**src/design/mem_bus_pkg.sv**
```systemverilog
`default_nettype none

package mem_bus_pkg;

    // data word of the memory.
    typedef logic [15:0] mem_word_t;

    // full address as the host sends it, only the low bits reach the memory.
    typedef logic [31:0] host_addr_t;

    // burst length in words.
    typedef logic [15:0] burst_len_t;

endpackage

`default_nettype wire

```
**src/design/mem_burst_engine.sv**
```systemverilog
`timescale 1ns/100ps
`default_nettype none

module mem_burst_engine
    import mem_bus_pkg::*;
#(
    parameter int ADDR_BITS = 10
) (
    input  logic                 clk_50MHz,
    input  logic                 rst_i,
    input  logic                 start_i,
    input  logic                 write_i,
    input  burst_len_t           len_i,
    input  host_addr_t           addr_i,
    input  logic                 word_valid_i,
    input  mem_word_t            wdata_i,
    input  logic                 mem_ack_i,
    input  mem_word_t            mem_rdata_i,
    output logic                 busy_o,
    output logic                 word_done_o,
    output mem_word_t            rdata_o,
    output logic                 mem_req_o,
    output logic                 mem_we_o,
    output logic [ADDR_BITS-1:0] mem_addr_o,
    output mem_word_t            mem_wdata_o
);

    typedef enum logic [1:0] {
        eng_idle,
        eng_wait_word,
        eng_access
    } eng_state_e;

    eng_state_e           state;
    burst_len_t           words_left;
    logic [ADDR_BITS-1:0] cur_addr;
    logic                 write_q;

    assign busy_o = (state != eng_idle);

    always_ff @(posedge clk_50MHz or posedge rst_i) begin
        if (rst_i) begin
            state       <= eng_idle;
            words_left  <= '0;
            cur_addr    <= '0;
            write_q     <= 1'b0;
            mem_req_o   <= 1'b0;
            mem_we_o    <= 1'b0;
            word_done_o <= 1'b0;
        end else begin
            mem_req_o   <= 1'b0;
            word_done_o <= 1'b0;
            case (state)
                eng_idle: begin
                    if (start_i) begin
                        write_q    <= write_i;
                        cur_addr   <= addr_i[ADDR_BITS-1:0];
                        // zero length behaves as one word.
                        words_left <= (len_i == '0) ? 16'd1 : len_i;
                        state      <= eng_wait_word;
                    end
                end
                eng_wait_word: begin
                    if (word_valid_i) begin
                        mem_req_o  <= 1'b1;
                        mem_we_o   <= write_q;
                        cur_addr   <= cur_addr + ADDR_BITS'(1);
                        words_left <= words_left - 16'd1;
                        state      <= eng_access;
                    end
                end
                eng_access: begin
                    if (mem_ack_i) begin
                        word_done_o <= 1'b1;
                        state       <= (words_left == '0) ? eng_idle : eng_wait_word;
                    end
                end
                default: begin
                    state <= eng_idle;
                end
            endcase
        end
    end

    always_ff @(posedge clk_50MHz) begin
        if (state == eng_wait_word && word_valid_i) begin
            mem_addr_o  <= cur_addr;
            mem_wdata_o <= wdata_i;
        end
        if (state == eng_access && mem_ack_i) begin
            rdata_o <= mem_rdata_i;
        end
    end

endmodule

`default_nettype wire

```
**config.mk**
```make
export PLATFORM = sky130hd
export DESIGN_NAME = mem_burst_engine
export DESIGN_NICKNAME = d
export VERILOG_FILES = /design/src/design/mem_bus_pkg.sv /design/src/design/mem_burst_engine.sv
export SDC_FILE = /design/constraint.sdc
export NUM_CORES = 1
export LEC_CHECK = 0
export ABC_AREA = 1
export BUFFER_PORTS_ARGS = -buffer_cell sky130_fd_sc_hd__buf_2
export CORE_MARGIN = 2
export CORE_UTILIZATION = 49
export CTS_CLUSTER_DIAMETER = 200
export CTS_CLUSTER_SIZE = 40
export DETAILED_ROUTE_END_ITERATION = 6
export PLACE_DENSITY = 0.79
export SLEW_MARGIN = 25
export SYNTH_ARGS = -nofsm -noshare
export SYNTH_HDL_FRONTEND = slang
export SYNTH_SLANG_ARGS = --single-unit
```
**constraint.sdc**
```tcl
create_clock -name clk_50MHz -period 2.6 [get_ports clk_50MHz]
set_clock_uncertainty 0.2 [all_clocks]
set_input_delay 0.39 -clock clk_50MHz [delete_from_list [all_inputs] [get_ports clk_50MHz]]
set_output_delay 0.39 -clock clk_50MHz [all_outputs]
set_load 0.02 [all_outputs]
```
==> impl_metrics.py <==
metrics = {
    "floorplanning": {
        "die_x_um": 87.4,
        "dieArea_um2": 7650,
        "pin_count": 132,
        "start_util_pct": 50.5,
        "core-area_um2": 6760,
        "std_cell_rows": 30,
        "fp.dieH_um": 87.4,
    },
    "drt": {
        "wl_met3_um": 530,
        "ant_nets": 0,
        "drc_errors": 0,
        "drt_iter0_markers": 140,
        "route.met2.wl_um": 3670,
        "met1Wirelength_um": 3190,
        "highest_layer": "met4",
        "avgViaCountPerCell": 5.07,
        "wl_per_cell_um": 12.8,
        "routed_wl_um": 7480,
        "first_pass_iters": 5,
        "vias": 2950,
    },
    "global_route": {
        "track_usage_pct": 20.3,
        "grt_pass1_vias": 2672,
        "grt_max_degree": 46,
        "antenna_found_initial": 0,
        "overflow": 0,
        "grt_pass1_wl_um": 12000,
    },
    "timing": {
        "slew_headroom_pct": 62.7,
        "slew_viol_final": 0,
        "fin_crit_sh_pct": 80.3,
        "tns_ps": 0,
        "setup_viol_count_final": 0,
        "setup_ws_ps": 513,
        "hold_viol": 0,
        "max_freq_ghz": 0.479,
        "rsz0062_at_grt": "no",
        "tightest_slew_ps": 560,
        "min_period_ps": 2090,
    },
    "power_and_ir_drop": {
        "cellLeakagePower_nw": 2.09,
        "p_per_area_nw_per_um2": 1080,
        "ir_drop_v": 0.000504,
    },
    "logic_synthesis": {
        "synth_ff_type": "edfxtp_1",
        "netlist_instances": 375,
        "netlist-cell-type-count": 29,
        "ys_ff_latch": 74,
        "async_flop_share_pct": 43.2,
        "ys_seq_area_share_pct": 60.4,
        "yosys_warnings": 0,
        "synth_nets": 464,
        "synth-edff-count": 42,
        "synth_area_per_cell_um2": 9.10,
        "synth_area_um2": 3410,
    },
    "cts": {
        "cts-root-buf": "clkbuf_8",
        "insertion_delay_ps": 350,
        "cts_resized": 0,
        "path_clk_slew_ps": 80,
        "clockBufferDepth": 2,
        "cts_tree": "done",
        "cts_max_level": 3,
        "cts_made_buffers": 9,
        "cts.sinks": 74,
    },
    "final_layout": {
        "num-nets-final": 586,
        "finalCoreUtilization_pct": 63.6,
        "layout_commonest_cell": "nand2_1",
        "fill_cells": 553,
        "drive_gt1_share_pct": 28.3,
        "areaGrowthSynthToFinish_pct": 25.9,
        "antenna_cells": 0,
        "layout_common_cells": "nand2_1 (110), buf_2 (109), nor2_1 (44), inv_1 (43), edfxtp_1 (42)",
    },
    "setup_path": {
        "r2r-end": "cur_addr[8]",
        "path_max_fanout": 45,
        "critPathArrivalTime_ps": 2120,
        "critPathRequiredTime_ps": 2640,
        "cp-end-kind": "flip-flop",
        "crit_type": "reg -> reg",
        "reg2reg_setup_slack_ps": 510,
        "reg2reg_depth": 7,
        "r2r_start": "state[1]",
        "startpoint_type": "flip-flop",
    },
    "worst_hold_path": {
        "hold_path_end": "mem_wdata_o[11]",
        "min-delay-start": "wdata_i[11]",
        "hold_path_class": "in -> reg",
        "hold_depth": 1,
    },
    "flow_run": {
        "max_cap_viol_count": 0,
    },
    "placement": {
        "hpwl_um": 5230,
        "routabilityCongestion": 0.847,
        "place_ws_ps": 532,
        "portBuffers": 109,
    },
    "outcome": {
        "status": "finished clean",
    },
}
==> power breakdown <==
part / internal [mW] / switching (mW)
logic: 0.600 / 1.22
clock network: 0.451 / 0.449
registers: 1.66 / 0.256
==> per-layer routing <==
metal	GRT usage, %	up-vias
met2	33.6	121
met3	3.98	9
met5	0	-
li1	-	1464
met1	25.8	1356
met4	8.67	0
==> flip-flops by register name (all words and copies together) (netlist names), 2 cells and up <==
name	cells
mem_wdata_o	16
cur_addr	10
words_left	16
mem_addr_o	10
rdata_o	16
state	2
==> cell type report <==
type / instances / area (µm²) / area share [%]
Tap cell: 80 / 100 / 2.33
Clock inverter: 7 / 76.3 / 1.78
Multi-Input combinational cell: 246 / 1110 / 25.9
Timing Repair Buffer: 121 / 651 / 15.1
Clock buffer: 9 / 124 / 2.88
Sequential cell: 74 / 2060 / 48.0
Inverter: 45 / 169 / 3.93
==> critical path, cell delays in order (launching register included) <==
cell	delay [ps]
dfrtp_1	440
nor2_4	140
buf_4	390
inv_2	260
nor3_2	240
nand2_1	80
a21oi_1	170
nor2_1	70
==> cells in the mapped netlist, types with 2 or more instances <==
cell	count	area (µm²)
nand3_1	26	130
edfxtp_1	42	1260
or2_2	4	25.0
nand4_1	3	18.8
buf_2	3	15.0
o21ai_1	2	10.0
ha_1	3	37.5
a21oi_1	12	60.1
inv_2	2	7.51
o211ai_1	2	15.0
nor3_1	2	10.0
dfrtp_1	32	801
inv_1	43	161
nand2_1	110	413
nor2_1	44	165
buf_6	3	33.8
o21ai_0	24	120
nand3b_1	5	37.5
clkbuf_1	3	11.3
==> through the flow <==
step	power, mW	area [µm²]	cells	hold slack [ps]
floorplan	3.27	3410	375	236
global placement	3.65	4040	560	249
detailed placement	3.74	4040	560	265
CTS	4.64	4280	580	0.855
global route	4.99	4300	582	3.66
finish	4.64	4300	582	14.6
==> what timing repair did <==
item | 4_1_cts | 5_1_grt
endpoints found under the hold margin | 35 | 2
setup buffers | 0 | 0
hold buffers | 4 | 2
==> kinds of logic after synthesis <==
| kind of cell | synth area share, % |
|---|---|
| compound gates | 6.60 |
| fa+ha+maj | 1.10 |
| buf+inv | 6.93 |
| flops | 60.4 |
| mux | 0.330 |
| simple gates | 24.6 |
==> worst max path at each step <==
stage | endpoint | depth (start not counted) | slack (ps) | startpoint
after CTS | cur_addr[8] | 7 | 490 | state[1]
after global routing | cur_addr[8] | 7 | 280 | state[1]
after detailed placement | cur_addr[8] | 7 | 530 | state[1]
after floorplan | rdata_o[0] | 3 | 750 | state[0]
final | cur_addr[8] | 7 | 510 | state[1]
after global placement | cur_addr[8] | 7 | 630 | state[1]
(Power assumes the default switching activity.)
