## config.mk

```make
export PLATFORM = sky130hd
export DESIGN_NAME = spi_word_slave
export DESIGN_NICKNAME = d
export VERILOG_FILES = /design/src/design/spi_cmd_pkg.sv /design/src/design/spi_word_slave.sv
export SDC_FILE = /design/constraint.sdc
export NUM_CORES = 1
export LEC_CHECK = 0
export ABC_CLOCK_PERIOD_IN_PS = 3100
export BUFFER_PORTS_ARGS = -buffer_cell sky130_fd_sc_hd__clkbuf_2
export CORE_ASPECT_RATIO = 0.8
export CORE_MARGIN = 4
export CORE_UTILIZATION = 23
export CTS_CLUSTER_DIAMETER = 150
export DETAILED_ROUTE_END_ITERATION = 10
export HOLD_SLACK_MARGIN = 0.02
export PLACE_DENSITY = 0.4
export SLEW_MARGIN = 10
export SYNTH_ARGS = -nofsm -noshare
export SYNTH_HDL_FRONTEND = slang
export SYNTH_SLANG_ARGS = --single-unit
export TNS_END_PERCENT = 100
```

## constraint.sdc

```tcl
create_clock -name clk_50MHz -period 3.1 [get_ports clk_50MHz]
set_clock_uncertainty 0.1 [all_clocks]
set_input_delay 0.62 -clock clk_50MHz [delete_from_list [all_inputs] [get_ports clk_50MHz]]
set_output_delay 0.62 -clock clk_50MHz [all_outputs]
set_load 0.005 [all_outputs]
```

## src/design/spi_cmd_pkg.sv

```systemverilog
`default_nettype none

package spi_cmd_pkg;

    // one word on the spi link.
    typedef logic [15:0] spi_word_t;

    // command byte, the upper byte of the first word.
    typedef enum logic [7:0] {
        op_reg_sel     = 8'h80,
        op_mem_read    = 8'hC0,
        op_mem_write   = 8'hC1,
        op_burst_read  = 8'hD0,
        op_burst_write = 8'hD1
    } spi_opcode_e;

    // identification registers 0x00 to 0x03.
    localparam spi_word_t reg_id0 = 16'h1234;
    localparam spi_word_t reg_id1 = 16'h5678;
    localparam spi_word_t reg_id2 = 16'h9ABC;
    localparam spi_word_t reg_id3 = 16'hEF01;

    // last memory read result.
    localparam logic [7:0] reg_sel_data = 8'h04;

endpackage

`default_nettype wire

```

## src/design/spi_word_slave.sv

```systemverilog
`timescale 1ns/100ps
`default_nettype none

module spi_word_slave
    import spi_cmd_pkg::*;
(
    input  logic      clk_50MHz,
    input  logic      rst_i,
    input  logic      sck_i,
    input  logic      cs_i,
    input  logic      mosi_i,
    input  spi_word_t reply_i,
    output logic      miso_o,
    output spi_word_t word_o,
    output logic      word_valid_o
);

    logic [2:0] sck_sync;
    logic [1:0] cs_sync;
    logic [1:0] mosi_sync;
    logic       sck_rise;
    logic       sck_fall;
    logic       cs_active;
    logic [3:0] bit_cnt;
    spi_word_t  rx_shift;
    spi_word_t  tx_shift;

    // two flops per pin, the third sck flop is for edge detection.
    always_ff @(posedge clk_50MHz or posedge rst_i) begin
        if (rst_i) begin
            sck_sync  <= '0;
            cs_sync   <= '1;
            mosi_sync <= '0;
        end else begin
            sck_sync  <= {sck_sync[1:0], sck_i};
            cs_sync   <= {cs_sync[0], cs_i};
            mosi_sync <= {mosi_sync[0], mosi_i};
        end
    end

    assign sck_rise  = sck_sync[1] & ~sck_sync[2];
    assign sck_fall  = ~sck_sync[1] & sck_sync[2];
    assign cs_active = ~cs_sync[1];

    always_ff @(posedge clk_50MHz or posedge rst_i) begin
        if (rst_i) begin
            bit_cnt      <= '0;
            tx_shift     <= '0;
            word_valid_o <= 1'b0;
        end else begin
            word_valid_o <= 1'b0;
            if (!cs_active) begin
                // reply for the first word is whatever is offered at cs fall.
                bit_cnt  <= '0;
                tx_shift <= reply_i;
            end else begin
                if (sck_rise) begin
                    bit_cnt      <= bit_cnt + 4'd1;
                    word_valid_o <= (bit_cnt == 4'd15);
                end
                if (sck_fall) begin
                    // count wrapped, so a word just ended.
                    if (bit_cnt == 4'd0) begin
                        tx_shift <= reply_i;
                    end else begin
                        tx_shift <= {tx_shift[14:0], 1'b0};
                    end
                end
            end
        end
    end

    // msb first on both lines.
    always_ff @(posedge clk_50MHz) begin
        if (cs_active && sck_rise) begin
            rx_shift <= {rx_shift[14:0], mosi_sync[1]};
        end
    end

    assign word_o = rx_shift;
    assign miso_o = tx_shift[15];

endmodule

`default_nettype wire

```

==> results.yml, run 1 <==
global_route:
  grt-ovfl-total: 0
  grt_usage_pct: 8.18
  antenna_found_initial: 0
  grt_pass1_wl_mm: 6.70
  grt_max_degree: 35
  grt_pass1_vias: 1250
die:
  die_width_um: 112
  io_pins: 39
  die_h_um: 91.2
  start_util_pct: 23.5
  core-area_mm2: 0.00845
  rows: 30
  die-area_mm2: 0.0102
clock_tree:
  ctsHoldBuffers: 0
  cts_max_path_buffers: 2
  insertion_delay_ns: 0.30
  post_cts_resized: 0
  cts.sinks: 44
  cts_buffers: 5
  post_cts_buffers: 0
  htreeDepth: 2
  path_clk_slew_ns: 0.09
  cts_tree: "built"
  cts_root_buf: "clkbuf_8"
finish:
  seq_area_mm2: 0.00118
  multi_input_area_um2: 671
  area_growth_pct: 20.6
  layout-drive-gt1-share_pct: 35.1
  diodes: 0
  fillers: 883
  nNetsFinal: 216
power_and_ir_drop:
  power.total_mw: 1.25
  p_sw_uw: 306
  powerDensity_mw_per_mm2: 521
  p_leak_nw: 0.996
  p_seq_share_pct: 52.6
  p_int_uw: 943
  pwr-share-clk_pct: 35.7
  vdd_drop_max_mv: 0.146
  p_comb_share_pct: 11.7
  swShare_pct: 24.5
setup_path:
  crit_start: "sck_sync[1]"
  critPathLaunchType: "register"
  r2r_slack_ns: 1.18
  cp-end-kind: "register"
  critPathArrivalTime_ns: 1.98
  worstPathRequired_ns: 3.16
  reg2reg_depth: 4
  crit_end: "tx_shift[9]"
  crit_type: "register to register"
  r2r_start: "sck_sync[1]"
  crit_fanout: 17
  r2r-end: "tx_shift[9]"
logic_synthesis:
  netlist_area_mm2: 0.00199
  synth_nets: 178
  yosysMostFrequentCell: "dfrtp_1"
  synth_top_cell_area_share_pct: 32.7
  synth-edff-count: 16
  ys_seq_area_share_pct: 59.5
  synth_largest_area_cell: "dfrtp_1"
  synth.avg_cell_area_um2: 12.8
  ys_ff_latch: 44
  yosys_warnings: 0
  synthFlopType: "dfrtp_1"
  synth.distinct_cells: 32
  synth_common_cells: "dfrtp_1, inv_1, edfxtp_1, nor2b_1, o311ai_2"
  syn_inst: 155
  synthTopCellsByArea: "dfrtp_1, edfxtp_1, o311ai_2"
  async_flop_share_pct: 63.6
outcome:
  status: "finished, final reports clean"
route:
  dr.pass1.iters: 4
  drtAntennaViolNets: 0
  via_per_inst: 4.24
  drcViolationCount: 0
  drt_wl_total_mm: 3.95
  routedWlPerCell_um: 12.9
  first_iter_violations: 54
  vias: 1297
timing:
  rsz0062_at_grt: "false"
  hold_violations: 0
  drv_slew: 0
  timing.setup.tns_ns: 0
  fmaxAchievable_mhz: 522
  finalCriticalPeriod_ns: 1.92
  finalSetupViolCount: 0
  tightest_slew_ns: 0.820
  period_share_pct: 61.8
  slew_headroom_pct: 45.3
place:
  dp.final_hpwl_mm: 2.59
  io_buffers: 38
  gp_congestion: 0.609
worst_hold_path:
  hp-class: "primary input to asynchronous set/reset pin"
flow_run:
  drv_cap: 0
[worst max-delay path, cell delays in order, from the launching register on]
cell	delay [ns]
dfrtp_1	0.43
nand2b_1	0.52
buf_4	0.39
a22oi_1	0.20
o311ai_2	0.14
[logic make-up after synthesis]
| group | Yosys count | synth area share (%) |
|---|---|---|
| AO/OA/AOI/OAI | 34 | 18.8 |
| multiplexers | 1 | 0.503 |
| flip-flops | 44 | 59.5 |
| buffers and inverters | 30 | 6.73 |
| AND/OR/NAND/NOR | 42 | 12.3 |
| adder cells (fa/ha/maj) | 2 | 1.26 |
| XOR/XNOR | 2 | 0.881 |
[through the flow]
step	cell area (µm²)	instances	hold slack (ns)	utilization, %	worst slack [ns]
after floorplan	1990	155	0.231	-	1.29
after global placement	2290	298	0.233	27.1	1.26
after detailed placement	2290	298	0.245	27.1	1.22
after CTS	2400	306	0.262	28.4	1.20
after global routing	2400	306	0.268	28.4	1.06
final	2400	306	0.260	28.4	1.18
[power groups by stage]
stage | registers, mW | clock network (mW) | logic (mW)
after floorplan | 0.661 | 0 | 0.117
after global placement | 0.669 | 0 | 0.149
after detailed placement | 0.670 | 0 | 0.149
after CTS | 0.658 | 0.464 | 0.150
after global routing | 0.662 | 0.489 | 0.164
final | 0.657 | 0.446 | 0.146
[layout make-up]
cell class | instances | area share (%)
flip-flops and latches | 44 | 49.4
multi-input cells | 81 | 28.0
repair buffers | 42 | 9.19
well taps | 112 | 5.85
inverters | 19 | 2.97
clock buffers | 5 | 2.87
clock inverters | 3 | 1.77
[sequential cells by signal, indices dropped and copies added (netlist names)]
signal / count
tx_shift: 16
word_o: 16
bit_cnt: 4
sck_sync: 3
cs_sync: 2
mosi_sync: 2
word_valid_o: 1
[worst min-delay path by stage]
| stage | endpoint | slack, ns | from |
|---|---|---|---|
| after global placement | mosi_sync[1] | 0.23 | mosi_sync[0] |
| final | mosi_sync[0] | 0.26 | rst_i |
| after detailed placement | mosi_sync[1] | 0.24 | mosi_sync[0] |
| after global routing | cs_sync[0] | 0.27 | cs_i |
| after floorplan | mosi_sync[1] | 0.23 | mosi_sync[0] |
| after CTS | cs_sync[1] | 0.26 | cs_sync[0] |
[cells in the final DEF (no fill, tap or decap), drive strengths merged, types with 2 or more instances in the layout]
cell	synthesis	final
a22oi	13	13
buf	9	4
clkbuf	2	43
dfrtp	26	26
dfstp	2	2
edfxtp	16	16
ha	2	2
inv	19	19
nand2b	3	3
nand3	13	13
nand4	2	2
nor2	4	4
nor2b	14	14
o21ai	2	2
o311ai	14	14
[layer usage]
| layer | track usage, % | wire length (µm) | up-vias |
|---|---|---|---|
| met5 | 0 | 0 | - |
| met4 | 4.20 | 88 | 0 |
| met3 | 2.33 | 130 | 8 |
| met2 | 11.0 | 1770 | 22 |
| met1 | 11.7 | 1960 | 634 |
| li1 | - | - | 633 |
Power figures use the tool's default switching activity.
==> inputs of run 2 (changes only) <==
--- a/config.mk
+++ b/config.mk
@@ -5,7 +5,7 @@
 export SDC_FILE = /design/constraint.sdc
 export NUM_CORES = 1
 export LEC_CHECK = 0
-export ABC_CLOCK_PERIOD_IN_PS = 3100
+export ABC_CLOCK_PERIOD_IN_PS = 1700
 export BUFFER_PORTS_ARGS = -buffer_cell sky130_fd_sc_hd__clkbuf_2
 export CORE_ASPECT_RATIO = 0.8
 export CORE_MARGIN = 4
@@ -13,7 +13,7 @@
 export CTS_CLUSTER_DIAMETER = 150
 export DETAILED_ROUTE_END_ITERATION = 10
 export HOLD_SLACK_MARGIN = 0.02
-export PLACE_DENSITY = 0.4
+export PLACE_DENSITY = 0.41
 export SLEW_MARGIN = 10
 export SYNTH_ARGS = -nofsm -noshare
 export SYNTH_HDL_FRONTEND = slang
==> constraint.sdc (replaced) <==
create_clock -name clk_50MHz -period 1.7 [get_ports clk_50MHz]
set_clock_uncertainty 0.1 [all_clocks]
set_input_delay 0.34 -clock clk_50MHz [delete_from_list [all_inputs] [get_ports clk_50MHz]]
set_output_delay 0.34 -clock clk_50MHz [all_outputs]
set_load 0.005 [all_outputs]
==> run 2 against run 1 <==
  * Non-clock buffer count increased by 12
  * Wire length increased by 5.1%
  * Clock-buffer cell count increased by 1
  * Utilization increased by 2.3 points
  * Largest cell class unchanged
==> results.yml, run 2 (synthesized netlist as in run 1, its figures left out) <==
timing:
  fmaxAchievable_mhz: 599
  whs_ns: 0.0397
  rsz0062_at_grt: "true"
  worst_slack_ns: 0.0296
  period_share_pct: 98.3
  finalSetupViolCount: 0
  slew_headroom_pct: 74.4
  finalCriticalPeriod_ns: 1.67
  tightest_slew_ns: 0.384
  drv_slew: 0
  hold_violations: 0
route:
  drt_wl_total_mm: 4.15
  first_iter_violations: 49
  drcViolationCount: 0
  via_per_inst: 4.21
  routedWlPerCell_um: 13.1
  drtAntennaViolNets: 0
  vias: 1340
  dr.pass1.iters: 4
power_and_ir_drop:
  p_leak_nw: 1.08
  swShare_pct: 25.2
  pwr-share-clk_pct: 33.2
  p_sw_uw: 580
  p_comb_share_pct: 15.2
  vdd_drop_max_mv: 0.374
  powerDensity_mw_per_mm2: 890
  p_int_mw: 1.72
  p_seq_share_pct: 51.6
finish:
  nNetsFinal: 228
  instances_no_fill: 318
  layout-drive-gt1-share_pct: 39.8
  area_growth_pct: 30.1
  fillers: 884
  diodes: 0
  final_common_cell: "clkbuf_2"
  final_cell_mix: "clkbuf_2, dfrtp_1, inv_1"
  final_core_util_pct: 30.6
setup_path:
  crit_type: "register to register"
  crit_fanout: 8
  worstPathRequired_ns: 1.76
  cp-end-kind: "register"
  crit_buf_inv: 2
  slowest_delay_ns: 0.44
  path_cells: "inv_2 -> ha_4 -> or3b_4 -> buf_12 -> nand4_1 -> o311ai_4"
  cp.depth: 6
  critPathLaunchType: "register"
  reg2reg_depth: 6
  r2r_start: "bit_cnt[1]"
  critPathSlowestCell: "or3b_4"
  critPathTopFamily: "simple AND/OR/NAND/NOR gates"
  crit_start: "bit_cnt[1]"
  critPathArrivalTime_ns: 1.73
die:
  rows: 30
  die-area_mm2: 0.0102
  start_util_pct: 23.5
  die_width_um: 112
  io_pins: 39
  core-area_mm2: 0.00845
  die_h_um: 91.2
worst_hold_path:
  hold-path-cell-count: 1
  hp-class: "primary input to register"
  hp-start: "sck_i"
clock_tree:
  cts_root_buf: "clkbuf_8"
  cts_buffers: 5
  insertion_delay_ns: 0.30
  path_clk_slew_ns: 0.09
  cts_tree: "built"
  cts.sinks: 44
  htreeDepth: 2
  cts_max_path_buffers: 2
place:
  dp.final_hpwl_mm: 2.79
  io_buffers: 38
  dp_worst_setup_slack_ns: 0.0118
  place_inst: 306
  gp_congestion: 0.679
global_route:
  grt_max_degree: 32
  grt_pass1_vias: 1395
  antenna_found_initial: 0
  grt_usage_pct: 8.51
  grt-ovfl-total: 0
  grt_pass1_wl_mm: 6.96
flow_run:
  drv_cap: 0
outcome:
  status: "finished, final reports clean"
-- run 2: cell types whose count changed in the layout (fill, tap and decap cells not counted), moves of 2 or more --
cell           delta
clkbuf_16         +2
buf_12            +4
inv_2             +2
inv_1             -2
dlygate4sd3_1     +2
buf_4             +4
-- run 2: worst register-to-register path, stage by stage, from the launching register on --
cell	delay (ns)
dfrtp_1	0.40
inv_2	0.07
ha_4	0.11
or3b_4	0.44
buf_12	0.17
nand4_1	0.13
o311ai_4	0.11
-- run 2: power by group through the flow --
stage               Combinational, mW  Clock, mW  Sequential, mW
detailed placement              0.315          0            1.21
CTS                             0.324      0.803            1.19
finish                          0.349      0.765            1.19
global placement                0.317          0            1.21
global route                    0.389      0.848            1.20
floorplan                       0.213          0            1.21
-- run 2: layer usage --
metal  track usage (%)  vias to the layer above  part of all wire, %
met5                 0                        -                    0
met4              3.60                        0                  2.0
met3              1.93                        8                  3.1
met2              12.2                       22                   44
met1              12.3                      650                   51
li1                  -                      660                    -
-- run 2: area by class of cell --
class	instances	area, µm²	share of cell area, %
Clock buffer	6	93.8	3.63
Clock inverter	2	16.3	0.629
Inverter	19	71.3	2.76
Multi-Input combinational cell	81	696	26.9
Sequential cell	44	1180	45.7
Tap cell	112	140	5.42
Timing Repair Buffer	54	387	14.9
-- run 2: timing repair --
| action | 4_1_cts | 5_1_grt |
|---|---|---|
| hold buffers | 2 | 0 |
| cloned | 0 | 1 |
| setup buffers | 0 | 1 |
| hold endpoints to repair | 27 | 0 |
| pin swaps | 0 | 2 |
| setup endpoints to repair | 6 | 14 |
| resized for setup | 1 | 8 |
-- run 2: final timing paths --
path	slack, ns	to
worst max-delay path	0.03	tx_shift[4]
worst min-delay path	0.04	sck_sync[0]
worst max register to register	0.03	tx_shift[4]
worst min register to register	0.26	mosi_sync[1]
max in group asynchronous	0.65	cs_sync[1]
min in group asynchronous	0.54	tx_shift[0]
-- run 2: metrics by stage --
stage          power, mW  setup TNS [ns]  cell area (µm²)
3_5_place_dp        1.53               0             2390
2_1_floorplan       1.42               0             1990
3_3_place_gp        1.53               0             2390
5_1_grt             2.44         -0.0989             2590
4_1_cts             2.31               0             2520
6_report            2.30               0             2590
