### src/design/spi_cmd_pkg.sv
`default_nettype none

package spi_cmd_pkg;

    // one word on the spi link.
    typedef logic [15:0] spi_word_t;

    // command byte, the upper byte of the first word.
    typedef enum logic [7:0] {
        op_reg_sel     = 8'h80,
        op_mem_read    = 8'hC0,
        op_mem_write   = 8'hC1,
        op_burst_read  = 8'hD0,
        op_burst_write = 8'hD1
    } spi_opcode_e;

    // identification registers 0x00 to 0x03.
    localparam spi_word_t reg_id0 = 16'h1234;
    localparam spi_word_t reg_id1 = 16'h5678;
    localparam spi_word_t reg_id2 = 16'h9ABC;
    localparam spi_word_t reg_id3 = 16'hEF01;

    // last memory read result.
    localparam logic [7:0] reg_sel_data = 8'h04;

endpackage

`default_nettype wire

### src/design/mem_bus_pkg.sv
`default_nettype none

package mem_bus_pkg;

    // data word of the memory.
    typedef logic [15:0] mem_word_t;

    // full address as the host sends it, only the low bits reach the memory.
    typedef logic [31:0] host_addr_t;

    // burst length in words.
    typedef logic [15:0] burst_len_t;

endpackage

`default_nettype wire

### src/design/spi_cmd_decoder.sv
`timescale 1ns/100ps
`default_nettype none

module spi_cmd_decoder
    import spi_cmd_pkg::*;
    import mem_bus_pkg::*;
(
    input  logic       clk_50MHz,
    input  logic       rst_i,
    input  spi_word_t  word_i,
    input  logic       word_valid_i,
    input  logic       busy_i,
    input  logic       word_done_i,
    input  mem_word_t  rdata_i,
    output spi_word_t  reply_o,
    output logic       start_o,
    output logic       write_o,
    output burst_len_t len_o,
    output host_addr_t addr_o,
    output logic       word_valid_o,
    output mem_word_t  wdata_o
);

    typedef enum logic [2:0] {
        st_idle,
        st_burst_len,
        st_addr_lo,
        st_addr_hi,
        st_wr_data,
        st_start,
        st_single,
        st_busy
    } cmd_state_e;

    cmd_state_e  state;
    cmd_state_e  ret_state;
    spi_opcode_e opcode;
    logic [7:0]  reg_sel;
    mem_word_t   data_reg;
    logic        single_op;

    assign opcode = spi_opcode_e'(word_i[15:8]);

    always_ff @(posedge clk_50MHz or posedge rst_i) begin
        if (rst_i) begin
            state        <= st_idle;
            ret_state    <= st_idle;
            reg_sel      <= '0;
            single_op    <= 1'b0;
            write_o      <= 1'b0;
            start_o      <= 1'b0;
            word_valid_o <= 1'b0;
        end else begin
            start_o      <= 1'b0;
            word_valid_o <= 1'b0;
            case (state)
                st_idle: begin
                    if (word_valid_i) begin
                        case (opcode)
                            op_reg_sel: begin
                                reg_sel <= word_i[7:0];
                            end
                            op_mem_read: begin
                                write_o   <= 1'b0;
                                single_op <= 1'b1;
                                ret_state <= st_start;
                                state     <= st_addr_lo;
                            end
                            op_mem_write: begin
                                write_o   <= 1'b1;
                                single_op <= 1'b1;
                                ret_state <= st_wr_data;
                                state     <= st_addr_lo;
                            end
                            op_burst_read: begin
                                write_o   <= 1'b0;
                                single_op <= 1'b0;
                                state     <= st_burst_len;
                            end
                            op_burst_write: begin
                                write_o   <= 1'b1;
                                single_op <= 1'b0;
                                state     <= st_burst_len;
                            end
                            default: begin
                            end
                        endcase
                    end
                end
                st_burst_len: begin
                    if (word_valid_i) begin
                        ret_state <= st_start;
                        state     <= st_addr_lo;
                    end
                end
                st_addr_lo: begin
                    if (word_valid_i) begin
                        state <= st_addr_hi;
                    end
                end
                st_addr_hi: begin
                    if (word_valid_i) begin
                        state <= ret_state;
                    end
                end
                st_wr_data: begin
                    if (word_valid_i) begin
                        state <= st_start;
                    end
                end
                st_start: begin
                    if (!busy_i) begin
                        start_o <= 1'b1;
                        state   <= st_single;
                    end
                end
                st_single: begin
                    // wait until the engine is busy.
                    // a single access feeds its one word itself.
                    if (busy_i) begin
                        word_valid_o <= single_op;
                        state        <= st_busy;
                    end
                end
                st_busy: begin
                    if (!busy_i) begin
                        state <= st_idle;
                    end else if (word_valid_i) begin
                        word_valid_o <= 1'b1;
                    end
                end
                default: begin
                    state <= st_idle;
                end
            endcase
        end
    end

    always_ff @(posedge clk_50MHz) begin
        if (word_valid_i) begin
            case (state)
                st_idle:      len_o          <= 16'd1;
                st_burst_len: len_o          <= word_i;
                st_addr_lo:   addr_o[15:0]   <= word_i;
                st_addr_hi:   addr_o[31:16]  <= word_i;
                st_wr_data:   wdata_o        <= word_i;
                st_busy:      wdata_o        <= word_i;
                default: begin
                end
            endcase
        end
    end

    // every finished read lands here.
    always_ff @(posedge clk_50MHz or posedge rst_i) begin
        if (rst_i) begin
            data_reg <= '0;
        end else if (word_done_i && !write_o) begin
            data_reg <= rdata_i;
        end
    end

    always_comb begin
        if (busy_i) begin
            reply_o = data_reg;
        end else begin
            case (reg_sel)
                8'h00:        reply_o = reg_id0;
                8'h01:        reply_o = reg_id1;
                8'h02:        reply_o = reg_id2;
                8'h03:        reply_o = reg_id3;
                reg_sel_data: reply_o = data_reg;
                default:      reply_o = '0;
            endcase
        end
    end

endmodule

`default_nettype wire

### config.mk
export PLATFORM = sky130hd
export DESIGN_NAME = spi_cmd_decoder
export DESIGN_NICKNAME = d
export VERILOG_FILES = /design/src/design/spi_cmd_pkg.sv /design/src/design/mem_bus_pkg.sv /design/src/design/spi_cmd_decoder.sv
export SDC_FILE = /design/constraint.sdc
export NUM_CORES = 1
export LEC_CHECK = 0
export ABC_CLOCK_PERIOD_IN_PS = 6200
export BUFFER_PORTS_ARGS = -buffer_cell sky130_fd_sc_hd__buf_2
export CAP_MARGIN = 20
export CORE_ASPECT_RATIO = 0.9
export CORE_MARGIN = 3
export CORE_UTILIZATION = 54
export DETAILED_ROUTE_END_ITERATION = 6
export PLACE_DENSITY = 0.91
export SETUP_SLACK_MARGIN = 0.3
export SYNTH_ARGS = -nofsm -noshare
export SYNTH_HDL_FRONTEND = slang
export SYNTH_SLANG_ARGS = --single-unit
### constraint.sdc
create_clock -name clk_50MHz -period 6.2 [get_ports clk_50MHz]
set_input_delay 0.62 -clock clk_50MHz [delete_from_list [all_inputs] [get_ports clk_50MHz]]
set_output_delay 0.62 -clock clk_50MHz [all_outputs]
set_load 0.02 [all_outputs]
==> results of run 1 <==
==> worst reg2reg max path: cells and delay by family, from the launching register on <==
family | cells | cell delay [ps]
AO/OA/AOI/OAI | 1 | 790
flip-flops | 1 | 530
AND/OR/NAND/NOR | 1 | 380
==> power by group through the flow <==
stage | clock, W | combinational [W] | sequential [W]
3_5_place_dp | 0 | 0.000186 | 0.000774
5_1_grt | 0.000501 | 0.000202 | 0.000765
6_report | 0.000460 | 0.000185 | 0.000760
4_1_cts | 0.000468 | 0.000187 | 0.000760
3_3_place_gp | 0 | 0.000180 | 0.000772
2_1_floorplan | 0 | 0.000111 | 0.000780
==> cell families after synthesis <==
kind of cell	Yosys count	synth area share
AND/OR/NAND/NOR	72	0.102
flip-flops	97	0.728
buffers and inverters	16	0.0166
AO/OA/AOI/OAI	37	0.0729
multiplexers	27	0.0799
==> cell usage after synthesis (2+ instances only) <==
| cell type | instances | share of area |
|---|---|---|
| and2_1 | 16 | 0.027 |
| nand2_1 | 19 | 0.019 |
| dfrtp_1 | 33 | 0.22 |
| inv_1 | 5 | 0.0050 |
| nor2_1 | 9 | 0.0090 |
| edfxtp_1 | 64 | 0.51 |
| clkbuf_1 | 9 | 0.0090 |
| a211oi_1 | 2 | 0.0040 |
| nand2b_1 | 4 | 0.0066 |
| o21ai_0 | 5 | 0.0066 |
| o31ai_1 | 2 | 0.0040 |
| or2_2 | 4 | 0.0066 |
| mux2_2 | 25 | 0.075 |
| nand3_1 | 2 | 0.0027 |
| mux2i_1 | 2 | 0.0053 |
| nor3b_1 | 3 | 0.0060 |
| a21oi_1 | 9 | 0.012 |
| a22o_1 | 6 | 0.014 |
| nor3_1 | 3 | 0.0040 |
| o21a_1 | 2 | 0.0040 |
| nor2b_1 | 4 | 0.0066 |
| a22oi_1 | 2 | 0.0040 |
| buf_2 | 2 | 0.0027 |
| o22ai_1 | 3 | 0.0050 |
==> layout by cell type (no fill, tap or decap), types with 5 or more instances in the layout <==
cell type / synthesis / layout
buf_2: 2 / 119
edfxtp_1: 64 / 64
dfrtp_1: 33 / 33
mux2_2: 25 / 25
nand2_1: 19 / 19
and2_1: 16 / 16
clkbuf_8: 0 / 9
nor2_1: 9 / 8
a21oi_1: 9 / 8
a22o_1: 6 / 6
inv_1: 5 / 5
o21ai_0: 5 / 5
==> layout make-up <==
cell class                      instances  area [um2]
Sequential cell                        97        2750
Fill cell                             446        1970
Multi-Input combinational cell        136         980
Timing Repair Buffer                  123         626
Clock buffer                            9         124
Tap cell                               90         113
Clock inverter                          7         109
Inverter                                5        18.8
==> through the flow <==
step | hold slack, ps | total power (W) | area [um2]
6_report | 340 | 0.00141 | 4720
5_1_grt | 367 | 0.00147 | 4720
3_3_place_gp | 456 | 0.000952 | 4480
2_1_floorplan | 440 | 0.000891 | 3770
3_5_place_dp | 456 | 0.000960 | 4480
4_1_cts | 340 | 0.00141 | 4720
==> metal layers <==
metal,part of all wire,vias to the layer above,GRT usage
li1,-,1166,-
met1,0.44,1202,0.285
met2,0.47,126,0.320
met3,0.079,13,0.0452
met4,0.013,0,0.0709
met5,0,-,0
==> worst max path at each step <==
| stage | slack [ps] | endpoint |
|---|---|---|
| global route | 3050 | reply_o[13] |
| global placement | 3650 | reply_o[13] |
| floorplan | 3720 | reply_o[6] |
| finish | 3220 | reply_o[13] |
| CTS | 3160 | reply_o[13] |
| detailed placement | 3580 | reply_o[13] |
==> impl_metrics.tcl, run 1 <==
set metrics [dict create \
    stdcell_count 467 \
    cp-start-kind "flip-flop" \
    yosys_warnings 0 \
    drtPass1Iterations 4 \
    cts.sinks 97 \
    initial_core_util 0.564 \
    peakVddDrop_mv 0.173 \
    grt_overflow 0 \
    timing.rr.start "state[1]$_DFFE_PP0P_" \
    clk_latency_ps 360 \
    worst_hold_path_type "in -> async" \
    worst-slew-pin-transition_ps 983 \
    dpl.cell_count 451 \
    io_pins 120 \
    final_net_count 409 \
    synthArstFlopShare 0.340 \
    coreArea_um2 6690 \
    grt_usage 0.204 \
    postCtsSetupRepairBufs 0 \
    p_sw_w 0.000360 \
    routed_via_density 5.37 \
    rows 28 \
    wire_per_inst_um 16.7 \
    clockBufferDepth 2 \
    crit_type "reg -> out" \
    antenna_found_initial 0 \
    die_y_um 85.3 \
    rr_worst_depth 2 \
    gp_congestion 0.867 \
    drt_iter0_drc 206 \
    max_freq_ghz 0.335 \
    seqPwrFrac 0.541 \
    end_kind "output port" \
    grt_max_degree 34 \
    drt_wl_total_um 7790 \
    cts_buffers 9 \
    status "finished, final reports clean" \
    diodes 0 \
    path_clk_slew_ps 90 \
    layout_min_cycle_time_ps 2980 \
    ys_seq_elements 97 \
    preCtsSetupSlack_ps 3580 \
    areaGrowthSynthToFinish_pct 25.0 \
    root_buffer "clkbuf_8" \
    synth-edff-count 64 \
    cts_resized 0 \
    largest_reg_flops 32 \
    cp-startpoint "reg_sel[3]$_DFFE_PP0P_" \
    crit_buf_inv 1 \
    clock_skew_ps 10.2 \
    syn-num-nets 286 \
    rr_endpoint "wdata_o[1]$_DFFE_PP_" \
    clock_power_share 0.327 \
    tritoncts "yes" \
    p_sw_frac 0.256 \
    synth.distinct_cells 38 \
    post_synth_inst_count 249 \
    synthFlopType "edfxtp_1" \
    fin_setup_tns_ps 0 \
    first_global_vias 2435 \
    drive_above_1_share 0.464 \
    drtAntennaViolNets 0 \
    htreeDepth 3 \
    via_count 2507 \
    regMostFlops "addr_o" \
    syn_avg_cell_area_um2 15.2 \
    setup-violations-final 0 \
    final.period_utilization 0.481 \
    setup_ws_ps 3220 \
    cp_cell_sequence "or4_1 -> nor3_1 -> nand3_1 -> nand2_1 -> buf_2" \
    drv_slew 0 \
    cpPeakStageDelay_ps 660 \
    cp_num_cells 5 \
    hold_violations 0 \
    hold_buffers 0 \
    cp_data_arrival_time_ps 2360 \
    hpwl_um 5480 \
    die_area_um2 8030 \
    cp_slowest_cell "or4_1" \
    path_delay_family "simple AND/OR/NAND/NOR gates" \
    slew_headroom 0.344 \
    r2r_slack_ps 4130 \
    cp.required_ps 5580 \
    cap_viol_max_count 0 \
    final_util 0.705 \
    numPortBuffers 119 \
    cellPowerDensity_nw_per_um2 298 \
    drc_errors 0 \
    p_comb_frac 0.132 \
    rsz0062_at_grt "no" \
    yosysSeqAreaShare 0.728 \
    grt_pass1_wl_um 12500 \
    die_w_um 94.1 \
    critPathMaxFanout 5 \
    internal-power_w 0.00105 \
    netlist_area_um2 3770 \
    leakage_nw 2.05 \
]
(Power assumes the default switching activity.)
==> run 2, diff against run 1 <==
ABC_AREA = 1   (was unset)
ABC_CLOCK_PERIOD_IN_PS = 2800   (was 6200)
CORE_UTILIZATION = 51   (was 54)
PLACE_DENSITY = 0.86   (was 0.91)
clock period = 2.8 ns   (was 6.2 ns; I/O delays follow)
==> run 2 against run 1 <==
- design area increased by 3.9%
- non-clock buffer count increased by 2
- clock skew increased by 0.69 ps
- count of clock-buffer cells in the layout unchanged
- global-route usage increased by 1.0 points
- critical path type unchanged
- largest power group unchanged
==> impl_metrics.tcl, run 2 <==
set metrics [dict create \
    status "finished, final reports clean" \
    hold_start "word_i[3]" \
    io_pins 120 \
    synth_top_cell_by_area "edfxtp_1" \
    syn-num-nets 384 \
    diodes 0 \
    fin_setup_tns_ps 0 \
    clock_skew_ps 10.9 \
    synthMostInstantiatedCell "nand2_1" \
    final_net_count 512 \
    yosysSeqAreaShare 0.689 \
    drive_above_1_share 0.396 \
    peakVddDrop_mv 0.428 \
    worst_hold_path_type "in -> reg" \
    whs_path_depth 1 \
    rr_endpoint "len_o[0]$_SDFFCE_PN1P_" \
    hold_violations 0 \
    clk_latency_ps 360 \
    final_common_cell "buf_2" \
    stdcell_count 573 \
    largest_reg_flops 32 \
    synth_top_area_frac 0.482 \
    synth.distinct_cells 26 \
    die_w_um 99.2 \
    gp_congestion 0.851 \
    cts.sinks 97 \
    path_clk_slew_ps 100 \
    crit_type "reg -> out" \
    synthSimpleGateAreaFrac 0.188 \
    cp.required_ps 2520 \
    drc_errors 0 \
    tritoncts "yes" \
    initial_core_util 0.544 \
    synthXorXnorAreaFrac 0 \
    p_comb_frac 0.275 \
    synthFlopType "edfxtp_1" \
    cts_buffers 9 \
    hold_end "addr_o[3]$_DFFE_PP_" \
    first_global_vias 3032 \
    areaGrowthSynthToFinish_pct 22.9 \
    synth-edff-count 64 \
    postCtsSetupRepairBufs 0 \
    wire_per_inst_um 15.9 \
    ys_top_cells_by_area "edfxtp_1, dfrtp_1, nand2_1" \
    num-fill-cells 575 \
    numPortBuffers 119 \
    place_area_um2 4700 \
    cap_viol_max_count 0 \
    drtPass1Iterations 5 \
    final.period_utilization 0.761 \
    layout_min_cycle_time_ps 2130 \
    drt_iter0_drc 241 \
    regMostFlops "addr_o" \
    grt_overflow 0 \
    end_kind "output port" \
    rows 29 \
    yosys-top-cells-count "nand2_1, edfxtp_1, nor2_1" \
    grt_max_degree 34 \
    netlist_area_um2 3990 \
    holdWs_ps 134 \
    leakage_nw 2.30 \
    max_freq_ghz 0.469 \
    coreArea_um2 7330 \
    root_buffer "clkbuf_8" \
    slew_headroom 0.635 \
    synth_top_family_by_area "simple AND/OR/NAND/NOR gates" \
    p_sw_w 0.00139 \
    drv_slew 0 \
    syn_avg_cell_area_um2 11.5 \
    internal-power_w 0.00247 \
    rsz0062_at_grt "no" \
    synth_mux_area_frac 0.0395 \
    drt_wl_total_um 9120 \
    antenna_found_initial 0 \
    clockBufferDepth 2 \
    r2r_slack_ps 1020 \
    cellPowerDensity_nw_per_um2 788 \
    worst-slew-pin-transition_ps 547 \
    seqPwrFrac 0.508 \
    htreeDepth 3 \
    total_power_w 0.00386 \
    synthAdderAreaFrac 0 \
    routed_via_density 5.27 \
    setup-violations-final 0 \
    dpl.cell_count 556 \
    yosys_warnings 0 \
    hold_buffers 1 \
    final_cell_mix "buf_2, nand2_1, edfxtp_1, nor2_1, dfrtp_1" \
    die_y_um 89.9 \
    clock_power_share 0.218 \
    rr_worst_depth 5 \
    drtAntennaViolNets 0 \
    die_area_um2 8920 \
    synthArstFlopShare 0.340 \
    cts_resized 0 \
    via_count 3017 \
    hpwl_um 6680 \
    grt_pass1_wl_um 15000 \
    ys_seq_elements 97 \
    p_sw_frac 0.360 \
    cp-start-kind "flip-flop" \
    fin_area_um2 4900 \
    critPathMaxFanout 9 \
    cp_data_arrival_time_ps 1850 \
    grt_usage 0.214 \
    timing.rr.start "state[0]$_DFFE_PP0P_" \
    post_synth_inst_count 347 \
    synth_compound_area_frac 0.0361 \
]
[run 2: layout make-up]
cell class | instances | area (um2) | area share
clock buffers | 9 | 124 | 0.0253
clock inverters | 7 | 62.6 | 0.0128
repair buffers | 125 | 643 | 0.131
multi-input cells | 205 | 1070 | 0.218
inverters | 37 | 139 | 0.0283
flip-flops and latches | 97 | 2750 | 0.561
well taps | 93 | 116 | 0.0237
[run 2: worst max-delay path by stage]
stage	from	to	depth (start not counted)
global placement	state[0]$_DFFE_PP0P_	len_o[0]$_SDFFCE_PN1P_	5
global route	reg_sel[4]$_DFFE_PP0P_	reply_o[10]	8
floorplan	state[1]$_DFFE_PP0P_	wdata_o[0]$_DFFE_PP_	4
detailed placement	state[0]$_DFFE_PP0P_	len_o[0]$_SDFFCE_PN1P_	5
finish	reg_sel[5]$_DFFE_PP0P_	reply_o[10]	8
CTS	reg_sel[1]$_DFFE_PP0P_	reply_o[10]	8
[run 2: stage by stage]
step,worst slack [ps],utilization
finish,668,0.668
floorplan,785,-
detailed placement,1050,0.642
global placement,1170,0.642
global route,521,0.668
CTS,713,0.668
[run 2: logic make-up after synthesis]
kind of cell           count (synthesis)
and+or+nand+nor                      169
DFF                                   97
buffers and inverters                 45
AOI/OAI and AO/OA                     22
muxes                                 14
[run 2: critical path, stage by stage, from the launching register on]
cell     delay [ps]
dfrtp_1         410
nor2_1          170
nand2_1         120
inv_2           150
nand2_2         130
a21oi_1         210
nand2_1          70
nand2_1          70
buf_2           170
[run 2: power groups by stage]
stage          clock network (W)  registers [W]  logic (W)
6_report                0.000840        0.00196    0.00106
5_1_grt                 0.000928        0.00199    0.00118
4_1_cts                 0.000870        0.00196    0.00107
3_5_place_dp                   0        0.00199    0.00106
3_3_place_gp                   0        0.00197    0.00101
2_1_floorplan                  0        0.00211   0.000585
[run 2: metal layers]
metal | part of all wire | track usage | wire, um
met5 | 0 | 0 | 0
met4 | 0.027 | 0.0808 | 248
met3 | 0.086 | 0.0666 | 789
met2 | 0.52 | 0.368 | 4710
met1 | 0.37 | 0.251 | 3370
